--- config.mk ---
export PLATFORM = sky130hd
export DESIGN_NAME = ps_subsys_top
export DESIGN_NICKNAME = d
export VERILOG_FILES = /design/src/design/ps_bus_pkg.sv /design/src/design/sys_bus_if.sv /design/src/design/axi_slave.sv /design/src/design/ctrl_regs.sv /design/src/design/edge_counter.sv /design/src/design/ps_subsys_top.sv
export SDC_FILE = /design/constraint.sdc
export NUM_CORES = 1
export LEC_CHECK = 0
export BUFFER_PORTS_ARGS = -buffer_cell sky130_fd_sc_hd__buf_2
export CORE_ASPECT_RATIO = 1.75
export CORE_MARGIN = 4
export CORE_UTILIZATION = 40
export DETAILED_ROUTE_END_ITERATION = 6
export GPL_TIMING_DRIVEN = 0
export PLACE_DENSITY = 0.69
export SYNTH_ARGS = -nofsm -noshare
export SYNTH_HDL_FRONTEND = slang
export SYNTH_SLANG_ARGS = --single-unit
--- constraint.sdc ---
create_clock -name clk -period 3.86 [get_ports clk]
set_input_delay 0.193 -clock clk [delete_from_list [all_inputs] [get_ports clk]]
set_output_delay 0.193 -clock clk [all_outputs]
set_load 0.005 [all_outputs]
--- src/design/ps_bus_pkg.sv ---
/*
 * Shared bus definitions for the processor-side bridge
 * Widths, vector types, register map, response codes, bridge states
 */
`default_nettype none

package ps_bus_pkg;

  // Bus widths
  localparam int AW = 32;
  localparam int DW = 32;
  localparam int IW = 12;

  typedef logic [AW-1:0]   addr_t;
  typedef logic [DW-1:0]   data_t;
  typedef logic [DW/8-1:0] strb_t;
  typedef logic [IW-1:0]   id_t;
  typedef logic [1:0]      resp_t;

  // AXI response codes in use
  localparam resp_t RESP_OKAY   = 2'd0;
  localparam resp_t RESP_SLVERR = 2'd2;

  // Housekeeping register byte offsets
  localparam addr_t REG_ID      = 'h00;
  localparam addr_t REG_CTRL    = 'h04;
  localparam addr_t REG_THRESH  = 'h08;
  localparam addr_t REG_COUNT   = 'h0C;
  localparam addr_t REG_SCRATCH = 'h10;

  // Identification word of the register block
  localparam data_t BLOCK_ID = 32'h4853_4B01;

  // CTRL bit positions
  localparam int CTRL_EN_BIT  = 0;
  localparam int CTRL_CLR_BIT = 1;

  // Bridge FSM states
  typedef enum logic [2:0] {
    IDLE,
    WR_WAIT,
    WR_ACCESS,
    WR_RESP,
    RD_ACCESS,
    RD_RESP
  } bridge_state_t;

endpackage

`default_nettype wire

--- src/design/sys_bus_if.sv ---
/*
 * Simple system bus with write and read strobes
 * One access in flight, acknowledged one cycle after the strobe
 */
`timescale 1ns/1ps
`default_nettype none

interface sys_bus_if (
  input logic clk
);

  // Request side
  logic              wen;
  logic              ren;
  ps_bus_pkg::addr_t addr;
  ps_bus_pkg::data_t wdata;
  ps_bus_pkg::strb_t wstrb;

  // Response side
  ps_bus_pkg::data_t rdata;
  logic              ack;
  logic              err;

  // Bridge end
  modport m (input clk, output wen, ren, addr, wdata, wstrb, input rdata, ack, err);

  // Peripheral end
  modport s (input clk, input wen, ren, addr, wdata, wstrb, output rdata, ack, err);

endinterface

`default_nettype wire

--- src/design/axi_slave.sv ---
/*
 * AXI3 single-beat slave bridge
 * Each accepted read or write becomes one system bus access
 * Bursts are refused with SLVERR and never reach the bus
 */
`timescale 1ns/1ps
`default_nettype none

module axi_slave (
  input  logic              clk,
  input  logic              rst_n,
  // Write address channel
  input  logic              awvalid,
  output logic              awready,
  input  ps_bus_pkg::addr_t awaddr,
  input  ps_bus_pkg::id_t   awid,
  input  logic [3:0]        awlen,
  // Write data channel
  input  logic              wvalid,
  output logic              wready,
  input  ps_bus_pkg::data_t wdata,
  input  ps_bus_pkg::strb_t wstrb,
  input  logic              wlast,
  // Write response channel
  output logic              bvalid,
  input  logic              bready,
  output ps_bus_pkg::resp_t bresp,
  output ps_bus_pkg::id_t   bid,
  // Read address channel
  input  logic              arvalid,
  output logic              arready,
  input  ps_bus_pkg::addr_t araddr,
  input  ps_bus_pkg::id_t   arid,
  input  logic [3:0]        arlen,
  // Read data channel
  output logic              rvalid,
  input  logic              rready,
  output ps_bus_pkg::data_t rdata,
  output ps_bus_pkg::resp_t rresp,
  output ps_bus_pkg::id_t   rid,
  output logic              rlast,
  // System bus master
  sys_bus_if.m              bus
);

  ps_bus_pkg::bridge_state_t state;

  // Write halves collected so far
  logic aw_got;
  logic w_got;

  logic aw_hs;
  logic w_hs;
  logic ar_hs;
  logic aw_done;
  logic w_done;
  logic wr_go;
  logic len_err;
  logic wr_len_err;

  // Captured transfer
  ps_bus_pkg::addr_t addr_q;
  ps_bus_pkg::id_t   id_q;
  ps_bus_pkg::data_t wdata_q;
  ps_bus_pkg::strb_t wstrb_q;
  ps_bus_pkg::resp_t resp_q;
  ps_bus_pkg::data_t rdata_q;

  //////////////////////////////////////////////////
  // Address and data acceptance
  //////////////////////////////////////////////////

  // Each write channel closes once its half is held
  assign awready = (state == ps_bus_pkg::IDLE) ||
                   ((state == ps_bus_pkg::WR_WAIT) && !aw_got);
  assign wready  = (state == ps_bus_pkg::IDLE) ||
                   ((state == ps_bus_pkg::WR_WAIT) && !w_got);
  // Write has priority over read
  assign arready = (state == ps_bus_pkg::IDLE) && !awvalid && !wvalid;

  assign aw_hs = awvalid && awready;
  assign w_hs  = wvalid && wready;
  assign ar_hs = arvalid && arready;

  // Write complete when both halves are in, earlier or now
  assign aw_done = aw_got || aw_hs;
  assign w_done  = w_got || (w_hs && wlast);
  assign wr_go   = aw_done && w_done;
  assign len_err = aw_hs ? (awlen != 4'd0) : wr_len_err;

  //////////////////////////////////////////////////
  // Bridge FSM
  //////////////////////////////////////////////////

  always_ff @(posedge clk or negedge rst_n) begin
    if (!rst_n) begin
      state   <= ps_bus_pkg::IDLE;
      aw_got  <= 1'b0;
      w_got   <= 1'b0;
      bus.wen <= 1'b0;
      bus.ren <= 1'b0;
    end else begin
      // Strobes are single-cycle pulses
      bus.wen <= 1'b0;
      bus.ren <= 1'b0;
      case (state)
        ps_bus_pkg::IDLE, ps_bus_pkg::WR_WAIT: begin
          if (wr_go) begin
            aw_got <= 1'b0;
            w_got  <= 1'b0;
            if (len_err) begin
              state <= ps_bus_pkg::WR_RESP;
            end else begin
              state   <= ps_bus_pkg::WR_ACCESS;
              bus.wen <= 1'b1;
            end
          end else if (aw_hs || w_hs) begin
            // One half still missing
            aw_got <= aw_done;
            w_got  <= w_done;
            state  <= ps_bus_pkg::WR_WAIT;
          end else if (ar_hs) begin
            if (arlen != 4'd0) begin
              state <= ps_bus_pkg::RD_RESP;
            end else begin
              state   <= ps_bus_pkg::RD_ACCESS;
              bus.ren <= 1'b1;
            end
          end
        end
        ps_bus_pkg::WR_ACCESS: if (bus.ack) state <= ps_bus_pkg::WR_RESP;
        ps_bus_pkg::RD_ACCESS: if (bus.ack) state <= ps_bus_pkg::RD_RESP;
        ps_bus_pkg::WR_RESP:   if (bready) state <= ps_bus_pkg::IDLE;
        ps_bus_pkg::RD_RESP:   if (rready) state <= ps_bus_pkg::IDLE;
        default:               state <= ps_bus_pkg::IDLE;
      endcase
    end
  end

  // Transfer payload
  always_ff @(posedge clk) begin
    if (aw_hs) begin
      addr_q     <= awaddr;
      id_q       <= awid;
      wr_len_err <= (awlen != 4'd0);
    end else if (ar_hs) begin
      addr_q <= araddr;
      id_q   <= arid;
    end
    if (w_hs) begin
      wdata_q <= wdata;
      wstrb_q <= wstrb;
    end
    // Refused bursts answered without touching the bus
    if (wr_go && len_err) begin
      resp_q <= ps_bus_pkg::RESP_SLVERR;
    end
    if (ar_hs && (arlen != 4'd0)) begin
      resp_q  <= ps_bus_pkg::RESP_SLVERR;
      rdata_q <= '0;
    end
    if (bus.ack && (state == ps_bus_pkg::WR_ACCESS || state == ps_bus_pkg::RD_ACCESS)) begin
      resp_q <= bus.err ? ps_bus_pkg::RESP_SLVERR : ps_bus_pkg::RESP_OKAY;
    end
    if (bus.ack && (state == ps_bus_pkg::RD_ACCESS)) begin
      rdata_q <= bus.rdata;
    end
  end

  //////////////////////////////////////////////////
  // Responses and bus request
  //////////////////////////////////////////////////

  // Held steady until the matching ready
  assign bvalid = (state == ps_bus_pkg::WR_RESP);
  assign bresp  = resp_q;
  assign bid    = id_q;
  assign rvalid = (state == ps_bus_pkg::RD_RESP);
  assign rdata  = rdata_q;
  assign rresp  = resp_q;
  assign rid    = id_q;
  assign rlast  = rvalid;

  assign bus.addr  = addr_q;
  assign bus.wdata = wdata_q;
  assign bus.wstrb = wstrb_q;

endmodule

`default_nettype wire

--- src/design/ctrl_regs.sv ---
/*
 * Housekeeping register block on the system bus
 * ID, control, threshold, counter readback and scratch registers
 */
`timescale 1ns/1ps
`default_nettype none

module ctrl_regs (
  input  logic              clk,
  input  logic              rst_n,
  sys_bus_if.s              bus,
  output logic              enable,
  output logic              clear,
  output ps_bus_pkg::data_t threshold,
  input  ps_bus_pkg::data_t count
);

  // Decoded window of 4 KB
  localparam int OFFS_W = 12;

  logic [OFFS_W-1:0] offs;
  ps_bus_pkg::data_t ctrl_q;
  ps_bus_pkg::data_t thresh_q;
  ps_bus_pkg::data_t scratch_q;
  ps_bus_pkg::data_t rd_val;
  ps_bus_pkg::data_t wr_merge;
  logic              hit;
  logic              ro;
  logic              acc_err;
  logic              wr_ok;

  // Byte-lane merge under write strobes
  function automatic ps_bus_pkg::data_t merge_bytes(input ps_bus_pkg::data_t old_val,
                                                    input ps_bus_pkg::data_t new_val,
                                                    input ps_bus_pkg::strb_t strb);
    ps_bus_pkg::data_t res;
    res = old_val;
    for (int i = 0; i < ps_bus_pkg::DW/8; i++) begin
      if (strb[i]) res[8*i +: 8] = new_val[8*i +: 8];
    end
    return res;
  endfunction

  assign offs = bus.addr[OFFS_W-1:0];

  // Offset decode
  always_comb begin
    hit      = 1'b1;
    ro       = 1'b0;
    rd_val   = '0;
    wr_merge = '0;
    case (offs)
      ps_bus_pkg::REG_ID[OFFS_W-1:0]: begin
        rd_val = ps_bus_pkg::BLOCK_ID;
        ro     = 1'b1;
      end
      ps_bus_pkg::REG_CTRL[OFFS_W-1:0]: begin
        rd_val   = ctrl_q;
        wr_merge = merge_bytes(ctrl_q, bus.wdata, bus.wstrb);
      end
      ps_bus_pkg::REG_THRESH[OFFS_W-1:0]: begin
        rd_val   = thresh_q;
        wr_merge = merge_bytes(thresh_q, bus.wdata, bus.wstrb);
      end
      ps_bus_pkg::REG_COUNT[OFFS_W-1:0]: begin
        rd_val = count;
        ro     = 1'b1;
      end
      ps_bus_pkg::REG_SCRATCH[OFFS_W-1:0]: begin
        rd_val   = scratch_q;
        wr_merge = merge_bytes(scratch_q, bus.wdata, bus.wstrb);
      end
      default: hit = 1'b0;
    endcase
  end

  // Unmapped offset or write to a read-only register
  assign acc_err = !hit || (bus.wen && ro);
  assign wr_ok   = bus.wen && hit && !ro;

  always_ff @(posedge clk or negedge rst_n) begin
    if (!rst_n) begin
      ctrl_q    <= '0;
      thresh_q  <= '0;
      scratch_q <= '0;
      clear     <= 1'b0;
      bus.ack   <= 1'b0;
      bus.err   <= 1'b0;
    end else begin
      clear   <= 1'b0;
      bus.ack <= bus.wen || bus.ren;
      bus.err <= (bus.wen || bus.ren) && acc_err;
      if (wr_ok) begin
        case (offs)
          ps_bus_pkg::REG_CTRL[OFFS_W-1:0]: begin
            // Clear bit is a strobe and never stored
            ctrl_q <= wr_merge & ~(ps_bus_pkg::data_t'(1) << ps_bus_pkg::CTRL_CLR_BIT);
            clear  <= wr_merge[ps_bus_pkg::CTRL_CLR_BIT];
          end
          ps_bus_pkg::REG_THRESH[OFFS_W-1:0]:  thresh_q  <= wr_merge;
          ps_bus_pkg::REG_SCRATCH[OFFS_W-1:0]: scratch_q <= wr_merge;
          default: ;
        endcase
      end
    end
  end

  // Read data valid alongside ack, zero on error and writes
  always_ff @(posedge clk) begin
    if (bus.wen || bus.ren) bus.rdata <= (acc_err || bus.wen) ? '0 : rd_val;
  end

  assign enable    = ctrl_q[ps_bus_pkg::CTRL_EN_BIT];
  assign threshold = thresh_q;

endmodule

`default_nettype wire

--- src/design/edge_counter.sv ---
/*
 * Event edge counter
 * Synchronizes event input, counts rising edges, flags threshold
 */
`timescale 1ns/1ps
`default_nettype none

module edge_counter #(
  parameter int SYNC_STAGES = 2
) (
  input  logic              clk,
  input  logic              rst_n,
  input  logic              enable,
  input  logic              clear,
  input  ps_bus_pkg::data_t threshold,
  input  logic              event_in,
  output ps_bus_pkg::data_t count,
  output logic              irq
);

  // Synchronizer chain and edge history
  logic [SYNC_STAGES-1:0] sync_q;
  logic                   ev_d;
  logic                   ev_rise;

  assign ev_rise = sync_q[SYNC_STAGES-1] && !ev_d;

  always_ff @(posedge clk or negedge rst_n) begin
    if (!rst_n) begin
      sync_q <= '0;
      ev_d   <= 1'b0;
    end else begin
      sync_q <= {sync_q[SYNC_STAGES-2:0], event_in};
      ev_d   <= sync_q[SYNC_STAGES-1];
    end
  end

  // Clear wins over counting, saturate at all ones
  always_ff @(posedge clk or negedge rst_n) begin
    if (!rst_n) begin
      count <= '0;
    end else if (clear) begin
      count <= '0;
    end else if (enable && ev_rise && (count != '1)) begin
      count <= count + 1'b1;
    end
  end

  // Threshold of zero disables the interrupt
  always_ff @(posedge clk or negedge rst_n) begin
    if (!rst_n) begin
      irq <= 1'b0;
    end else begin
      irq <= (threshold != '0) && (count >= threshold);
    end
  end

endmodule

`default_nettype wire

--- src/design/ps_subsys_top.sv ---
/*
 * Processor-side bus bridge subsystem
 * AXI3 slave, housekeeping registers and event counter
 */
`timescale 1ns/1ps
`default_nettype none

module ps_subsys_top #(
  parameter int SYNC_STAGES = 2
) (
  input  logic              clk,
  input  logic              rst_n,
  // Write address channel
  input  logic              awvalid,
  output logic              awready,
  input  ps_bus_pkg::addr_t awaddr,
  input  ps_bus_pkg::id_t   awid,
  input  logic [3:0]        awlen,
  // Write data channel
  input  logic              wvalid,
  output logic              wready,
  input  ps_bus_pkg::data_t wdata,
  input  ps_bus_pkg::strb_t wstrb,
  input  logic              wlast,
  // Write response channel
  output logic              bvalid,
  input  logic              bready,
  output ps_bus_pkg::resp_t bresp,
  output ps_bus_pkg::id_t   bid,
  // Read address channel
  input  logic              arvalid,
  output logic              arready,
  input  ps_bus_pkg::addr_t araddr,
  input  ps_bus_pkg::id_t   arid,
  input  logic [3:0]        arlen,
  // Read data channel
  output logic              rvalid,
  input  logic              rready,
  output ps_bus_pkg::data_t rdata,
  output ps_bus_pkg::resp_t rresp,
  output ps_bus_pkg::id_t   rid,
  output logic              rlast,
  // Event input and interrupt level
  input  logic              event_in,
  output logic              irq
);

  //////////////////////////////////////////////////
  // Internal connections
  //////////////////////////////////////////////////

  logic              enable;
  logic              clear;
  ps_bus_pkg::data_t threshold;
  ps_bus_pkg::data_t count;

  sys_bus_if bus (.clk(clk));

  //////////////////////////////////////////////////
  // Bridge, registers, counter
  //////////////////////////////////////////////////

  axi_slave u_axi_slave (
    .clk     (clk),     .rst_n   (rst_n),
    .awvalid (awvalid), .awready (awready), .awaddr (awaddr), .awid (awid),
    .awlen   (awlen),
    .wvalid  (wvalid),  .wready  (wready),  .wdata  (wdata),  .wstrb (wstrb),
    .wlast   (wlast),
    .bvalid  (bvalid),  .bready  (bready),  .bresp  (bresp),  .bid   (bid),
    .arvalid (arvalid), .arready (arready), .araddr (araddr), .arid  (arid),
    .arlen   (arlen),
    .rvalid  (rvalid),  .rready  (rready),  .rdata  (rdata),  .rresp (rresp),
    .rid     (rid),     .rlast   (rlast),
    .bus     (bus)
  );

  ctrl_regs u_ctrl_regs (
    .clk       (clk),
    .rst_n     (rst_n),
    .bus       (bus),
    .enable    (enable),
    .clear     (clear),
    .threshold (threshold),
    .count     (count)
  );

  edge_counter #(
    .SYNC_STAGES (SYNC_STAGES)
  ) u_edge_counter (
    .clk       (clk),
    .rst_n     (rst_n),
    .enable    (enable),
    .clear     (clear),
    .threshold (threshold),
    .event_in  (event_in),
    .count     (count),
    .irq       (irq)
  );

endmodule

`default_nettype wire

; Word level (Yosys, flattened, before mapping)
; Index checks and enable logic that the tools add are counted.
[word_totals]
ff_bits = 268
latch_bits = 0
ramBits = 0
romBits = 0
in_bits = 141
memories = 0
[op_classes]
addsub = 1
multipliers = 0
div = 0
order_cmp = 1
n_eq_ne = 15
n_shift = 0
muxes = 53
n_bitwise = 0
reduce_logical = 55
[ops]
columns = op, count
row1 = case mux 32 bit (5 select lines), 1
row2 = two-way mux 32 bit, 4
row3 = two-way mux 8 bit, 12
row4 = case mux 32 bit (2 select lines), 1
row5 = two-way mux 12 bit, 4
row6 = adder 32 x 1 -> 32 bit (second input constant), 1
row7 = >= comparator 32 bit, 1
row8 = != test 32 bit (second input constant), 1
row9 = nonzero test 32 bit, 1
row10 = equality test 12 x 4 -> 1 bit (second input constant), 2
row11 = logical AND 1 bit, 21
row12 = two-way mux 3 bit, 7
row13 = two-way mux 1 bit, 19
row14 = case mux 3 bit (5 select lines), 1
row15 = equality test 12 x 3 -> 1 bit (second input constant), 1
row16 = equality test 12 x 5 -> 1 bit (second input constant), 1
row17 = logical NOT 12 bit, 1
row18 = logical OR 1 bit, 9
row19 = two-way mux 2 bit, 4
row20 = AND reduction 2 bit, 4
row21 = nonzero test 2 bit, 4
row22 = nonzero test 4 bit, 2
row23 = logical NOT 1 bit, 7
row24 = equality test 3 x 2 -> 1 bit (second input constant), 2
row25 = 10 further kinds, 14

; Depth between registers and ports, before layout
[depth]
word_depth = 11
depth_mapped = 8
depth_no_buf = 7

; Hierarchy
; Synthesis repeated with hierarchy kept, for this count alone.
[unflattened]
cells_unflattened = 1462
area_unflattened_um2 = 15148.3
[by_module_without_submodules]
columns = module, n_inst, cells_each, area_per_inst_um2, seq_area_each_um2
row1 = ctrl_regs, 1, 765, 7511.0, 3413.3
row2 = axi_slave, 1, 377, 4845.9, 3588.4
row3 = edge_counter, 1, 320, 2791.4, 900.9

; Worst setup path before layout
; OpenSTA, ideal clock, no wires.
[synth_timing]
path_kind = reg2reg
startpoint = reg u_axi_slave.state[2]
endpoint = reg u_axi_slave.rdata_q[0], in the netlist u_axi_slave.rdata[0], enable pin
setup_ns = 0.433
arrival_ns = 2.637
required_time_ns = 3.427
path_slack_ns = 0.790
stages_incl_launch_ff = 5
synth_period_minus_slack_ns = 3.070
cell_sequence = dfrtp_1 -> buf_2 -> nor2_1 -> nand4b_1 -> o22ai_1
[synth_between]
elab_chain_cells = 6
elab_cells_between_ends = 8
cone_classes = eq/ne: 1 / reduce/logical: 7
[synth_rtl]
columns = element, line
row1 = start: declaration, axi_slave.sv:46  ; ps_bus_pkg::bridge_state_t state;
row2 = start signal: assignment, axi_slave.sv:97  ; state <= ps_bus_pkg::IDLE;
row3 = start signal: assignment, axi_slave.sv:112  ; state <= ps_bus_pkg::WR_RESP;
row4 = start signal: assignment, axi_slave.sv:114  ; state <= ps_bus_pkg::WR_ACCESS;
row5 = logical NOT 3 bit, axi_slave.sv:79  ; assign arready = (state == ps_bus_pkg::IDLE) && !awvalid && !wvalid;
row6 = logical AND 1 bit (2 in series), axi_slave.sv:79
row7 = logical AND 1 bit, axi_slave.sv:83  ; assign ar_hs = arvalid && arready;
row8 = logical AND 1 bit, axi_slave.sv:158  ; if (ar_hs && (arlen != 4'd0)) begin
row9 = nonzero test 2 bit (no source line) *, -
row10 = end signal: assignment, axi_slave.sv:166  ; rdata_q <= bus.rdata;
row11 = end: declaration, axi_slave.sv:67  ; ps_bus_pkg::data_t rdata_q;
; Every way passes the cells marked *; elsewhere a longest branch is shown, timed or not.
; A chain may end at the register's enable or synchronous reset.

; Worst setup path in the final report
[layout_timing]
startpoint = reg u_axi_slave.state[2]
endpoint = reg u_axi_slave.addr_q[0], in the netlist u_axi_slave.bus.addr[0], enable pin
[layout_between]
elab_chain_cells = 5
elab_cells_between_ends = 9
cone_classes = eq/ne: 1 / reduce/logical: 8
[layout_rtl]
columns = element, line
row1 = equality test 3 x 1 -> 1 bit or logical NOT 3 bit (tied branches), "axi_slave.sv:75, axi_slave.sv:74, axi_slave.sv:79"
row2 = logical AND 1 bit (on tied branches), "axi_slave.sv:75, axi_slave.sv:79"
row3 = logical OR 1 bit or logical AND 1 bit (tied branches), "axi_slave.sv:74, axi_slave.sv:79"
row4 = logical AND 1 bit (on tied branches), "axi_slave.sv:81, axi_slave.sv:83"
row5 = nonzero test 2 bit (no source line) *, -
row6 = end signal: assignment, axi_slave.sv:143  ; addr_q <= awaddr;
row7 = end signal: assignment, axi_slave.sv:147  ; addr_q <= araddr;
row8 = end: declaration, axi_slave.sv:62  ; ps_bus_pkg::addr_t addr_q;
; Marks and branches as above.

==> metrics list <==
- Biggest fanout along the worst timing path: 24
* Core ar.: 32330 sq um
* Total number of yosys warnings: 0
- Post-layout worst setup margin: 1.079 ns
- Routed WL per cell: 20.06 microns
- Count of pins on the block boundary: 208
- Number of port buffers: 165
- In this run the post-CTS setup repair buffer count came out at 0.
- Final net count: 1607
- The via count of the first global-routing pass is 10850.
- Total standard cell area after synthesis: 13100 sq um
- Clock tree skew after final layout: 0.01445 ns
* Number of iterations in the first detailed-routing pass: 5
- Derived from the worst setup path, the maximum achievable clock frequency is 0.3596 GHz.
- Hold path start: awlen[1]
* Count of state elements after synthesis: 267
- Required arrival time at the worst endpoint: 4.02 ns
* Antenna Diode Count: 0
* Depth of the CTS H-tree: 1
- Leakage dissipation: 6.820 nW
* Distinct cell type count of the synthesized netlist: 67
* Worst skew pair latency: 0.55 ns
- Of all flip-flops after synthesis, the portion carrying an async set or reset was 52.81%.
- Initial core utilization: 40.52%
- Clock tree from TritonCTS: done
* Count of flip-flops with a built-in enable after synthesis: 125
- In the global route stage, overall resource usage came out at 20.80%.
- Half-perimeter wire length after placement: 27.23 mm
* Mapped Avg Cell Area: 11.45 sq um
- Final hold violations: 0
- R2R depth: 5
- Critical register-to-register path endpoint: u_axi_slave.bus.addr[0]
- Unrepaired setup endpoints after global routing: no
* Hold Crit Class: primary input to flip-flop
- The total overflow left after global routing is 0.
- Routability-driven placement finished with a final weighted congestion of 0.9246.
- Fraction of layout instances using a drive strength above 1: 25.53%
- The worst setup path is launched from a flip-flop.
- Gates resized during post-CTS repair numbered 0.
- Compared with the post-synthesis result, the final layout area differs by 24.62%.
- Via total after detailed routing: 10480
- Buffers from clock root to sink, at most: 3
- Final design area excluding fillers: 16320 sq um
- Placed instance area: 14510 sq um
- First-pass GRT wire length: 58.22 mm
- For the pin with the worst max-slew slack, the measured transition is 0.9858 ns.
- The run finished with clean final reports.
- Max VDD drop: 0.3631 mV
- The worst hold path passes through 3 cells.
* Worst max-slew margin expressed relative to the limit: 34.12%
- CP max stage delay: 0.81 ns
- Ordered list of cells on the worst path: buf_2, a211oi_2, nand2_1, clkbuf_1, nand2_1
* Crit-path most repeated cell: sky130_fd_sc_hd__nand2_1
* Number of routed nets with antenna violations: 0
* Clock tree root buffer cell: sky130_fd_sc_hd__clkbuf_16
- Via-to-Cell Ratio: 5.657
- Pin count of the biggest net entering global routing: 96
* Clock period minus worst slack: 2.781 ns
* Antenna violations before repair: 0
- Number of remaining DRC errors: 0
- Leading register cell type out of synthesis: sky130_fd_sc_hd__dfrtp_1
* # Max-Cap Violations: 0
- After clock tree synthesis, the flow added hold-fix buffers numbering 93.
- Final wirelength: 37.18 mm
* Fraction of the yosys area taken by sequential cells: 55.75%
- Summed over all failing endpoints, the final setup total negative slack is 0 ns.
- Critical Path AT: 2.94 ns
- For this design, the sink count on the clock tree is 267.
* Clock buffer count from CTS: 26
- Of the available clock period, the critical path in the final layout requires 72.04%.
- Minimum setup slack after placement: 1.128 ns
- In this run the critical register-to-register path is launched from u_axi_slave.state[2].
- From bottom edge to top edge, the die measures 247.4 microns.
- # rows: 87
* Crit end category: flip-flop
- In this run the horizontal extent of the chip is 144.8 microns.
* Die Outline Area: 35820 sq um
* Reg-to-reg slack, setup: 1.08 ns
* Critical path's slowest cell: sky130_fd_sc_hd__nand2_1
- Count of mapped cells out of synthesis: 1144
* Class of the most critical setup path: flip-flop to flip-flop
- DR iter-0 viols: 881
- Clk pin slew, worst setup/hold paths: 0.07 ns
* Final setup violating endpoints: 0
- For hold timing, the worst endpoint is u_axi_slave.wr_len_err.
- Power density of the placed cells: 454.9 nW/um^2
* Pins Over Slew Limit: 0
area by class of cell:
type                    count  area (sq um)
repair buffers            260          1818
clock buffers              32         704.4
inverters                  48         180.2
well taps                 400         500.5
clock inverters            16         182.7
fillers                  2756         16010
flip-flops and latches    267          7302
plain buffers              78         417.9
multi-input cells         752          5218
sequential cells by signal, indices dropped and copies added (netlist names), 2 cells and up:
register	flops
u_axi_slave.bus.wdata	32
u_axi_slave.rdata	32
u_ctrl_regs.bus.rdata	32
u_ctrl_regs.scratch_q	32
u_ctrl_regs.threshold	32
u_edge_counter.count	32
u_ctrl_regs.ctrl_q	31
u_axi_slave.bid	12
u_axi_slave.bus.addr	12
u_axi_slave.bus.wstrb	4
u_axi_slave.state	3
u_edge_counter.sync_q	2
routing by layer:
metal | share of wire [%] | vias to the layer above | GRT usage [%]
li1 | - | 4837 | -
met1 | 36 | 5070 | 23.53
met2 | 53 | 461 | 37.96
met3 | 6.0 | 114 | 2.179
met4 | 5.0 | 0 | 10.71
met5 | 0 | - | 0
through the flow:
step,utilization (%),hold slack [ns],instances,total power [mW]
2_1_floorplan,-,-0.1026,1145,4.183
3_3_place_gp,44.63,0.3033,1710,4.646
3_5_place_dp,44.87,0.1681,1712,4.682
6_report,50.49,0.05842,1853,7.426
5_1_grt,50.49,0.06098,1853,7.743
4_1_cts,50.49,0.01673,1853,7.463
cells in the final DEF (no fill, tap or decap), types with 9 or more instances in the layout:
master and n:
sky130_fd_sc_hd__inv_1 48, sky130_fd_sc_hd__a21oi_1 59, sky130_fd_sc_hd__buf_4 19, sky130_fd_sc_hd__o21ai_0 80
sky130_fd_sc_hd__nor4_1 10, sky130_fd_sc_hd__dfrtp_1 141, sky130_fd_sc_hd__a31oi_1 47, sky130_fd_sc_hd__o31ai_1 9
sky130_fd_sc_hd__and2_1 36, sky130_fd_sc_hd__or4_1 10, sky130_fd_sc_hd__clkbuf_16 27, sky130_fd_sc_hd__a22o_1 50
sky130_fd_sc_hd__nand4_1 12, sky130_fd_sc_hd__and3_1 12, sky130_fd_sc_hd__ha_1 33, sky130_fd_sc_hd__a22oi_1 22
sky130_fd_sc_hd__edfxtp_1 125, sky130_fd_sc_hd__o21ai_1 13, sky130_fd_sc_hd__mux2_2 94, sky130_fd_sc_hd__clkbuf_1 35
sky130_fd_sc_hd__buf_2 189, sky130_fd_sc_hd__nand3_1 17, sky130_fd_sc_hd__or3_1 14, sky130_fd_sc_hd__nand2_1 88
sky130_fd_sc_hd__dlygate4sd3_1 93, sky130_fd_sc_hd__nor2_1 63
logic make-up after synthesis:
| kind of cell | after synthesis | share of synthesized area (%) |
|---|---|---|
| AOI/OAI and AO/OA | 311 | 15.20 |
| DFF | 267 | 55.75 |
| muxes | 99 | 8.511 |
| buffers and inverters | 126 | 4.566 |
| other | 1 | 0.02863 |
| xor gates and xnor gates | 6 | 0.4012 |
| adders and majority gates | 33 | 3.152 |
| and+or+nand+nor | 301 | 12.40 |
how the worst max path moves through the flow:
stage                              endpoint                  from  slack (ns)
global placement       u_axi_slave.rdata[0]  u_axi_slave.state[2]       -0.47
CTS                 u_axi_slave.bus.addr[0]  u_axi_slave.state[2]        1.12
finish              u_axi_slave.bus.addr[0]  u_axi_slave.state[2]        1.08
global route        u_axi_slave.bus.addr[0]  u_axi_slave.state[2]        0.86
floorplan              u_axi_slave.rdata[0]  u_axi_slave.state[2]        0.79
detailed placement       u_axi_slave.bid[1]  u_axi_slave.state[2]        1.13
where the power goes:
group / internal [mW] / switching, mW
registers: 3.32 / 0.146
clock network: 1.51 / 1.12
logic: 0.550 / 0.781
total: 5.38 / 2.05
synthesized netlist by cell type (22+ instances only):
library cell | number | share of area [%]
sky130_fd_sc_hd__dfrtp_1 | 141 | 27
sky130_fd_sc_hd__a22oi_1 | 22 | 1.3
sky130_fd_sc_hd__inv_1 | 48 | 1.4
sky130_fd_sc_hd__nand2_1 | 88 | 2.5
sky130_fd_sc_hd__clkbuf_1 | 31 | 0.89
sky130_fd_sc_hd__a21oi_1 | 59 | 2.3
sky130_fd_sc_hd__edfxtp_1 | 125 | 29
sky130_fd_sc_hd__ha_1 | 33 | 3.2
sky130_fd_sc_hd__a22o_1 | 50 | 3.3
sky130_fd_sc_hd__buf_2 | 25 | 0.96
sky130_fd_sc_hd__o21ai_0 | 80 | 3.1
sky130_fd_sc_hd__mux2_2 | 94 | 8.1
sky130_fd_sc_hd__and2_1 | 37 | 1.8
sky130_fd_sc_hd__nor2_1 | 63 | 1.8
sky130_fd_sc_hd__a31oi_1 | 47 | 2.2
worst max-delay path: cells and delay by family (launching register included):
family          cells  cell delay (ns)
simple gates        2             1.12
buf+inv             2             0.53
flops               1             0.35
compound gates      1             0.38
Note: power is estimated with default switching activity, not from simulation.
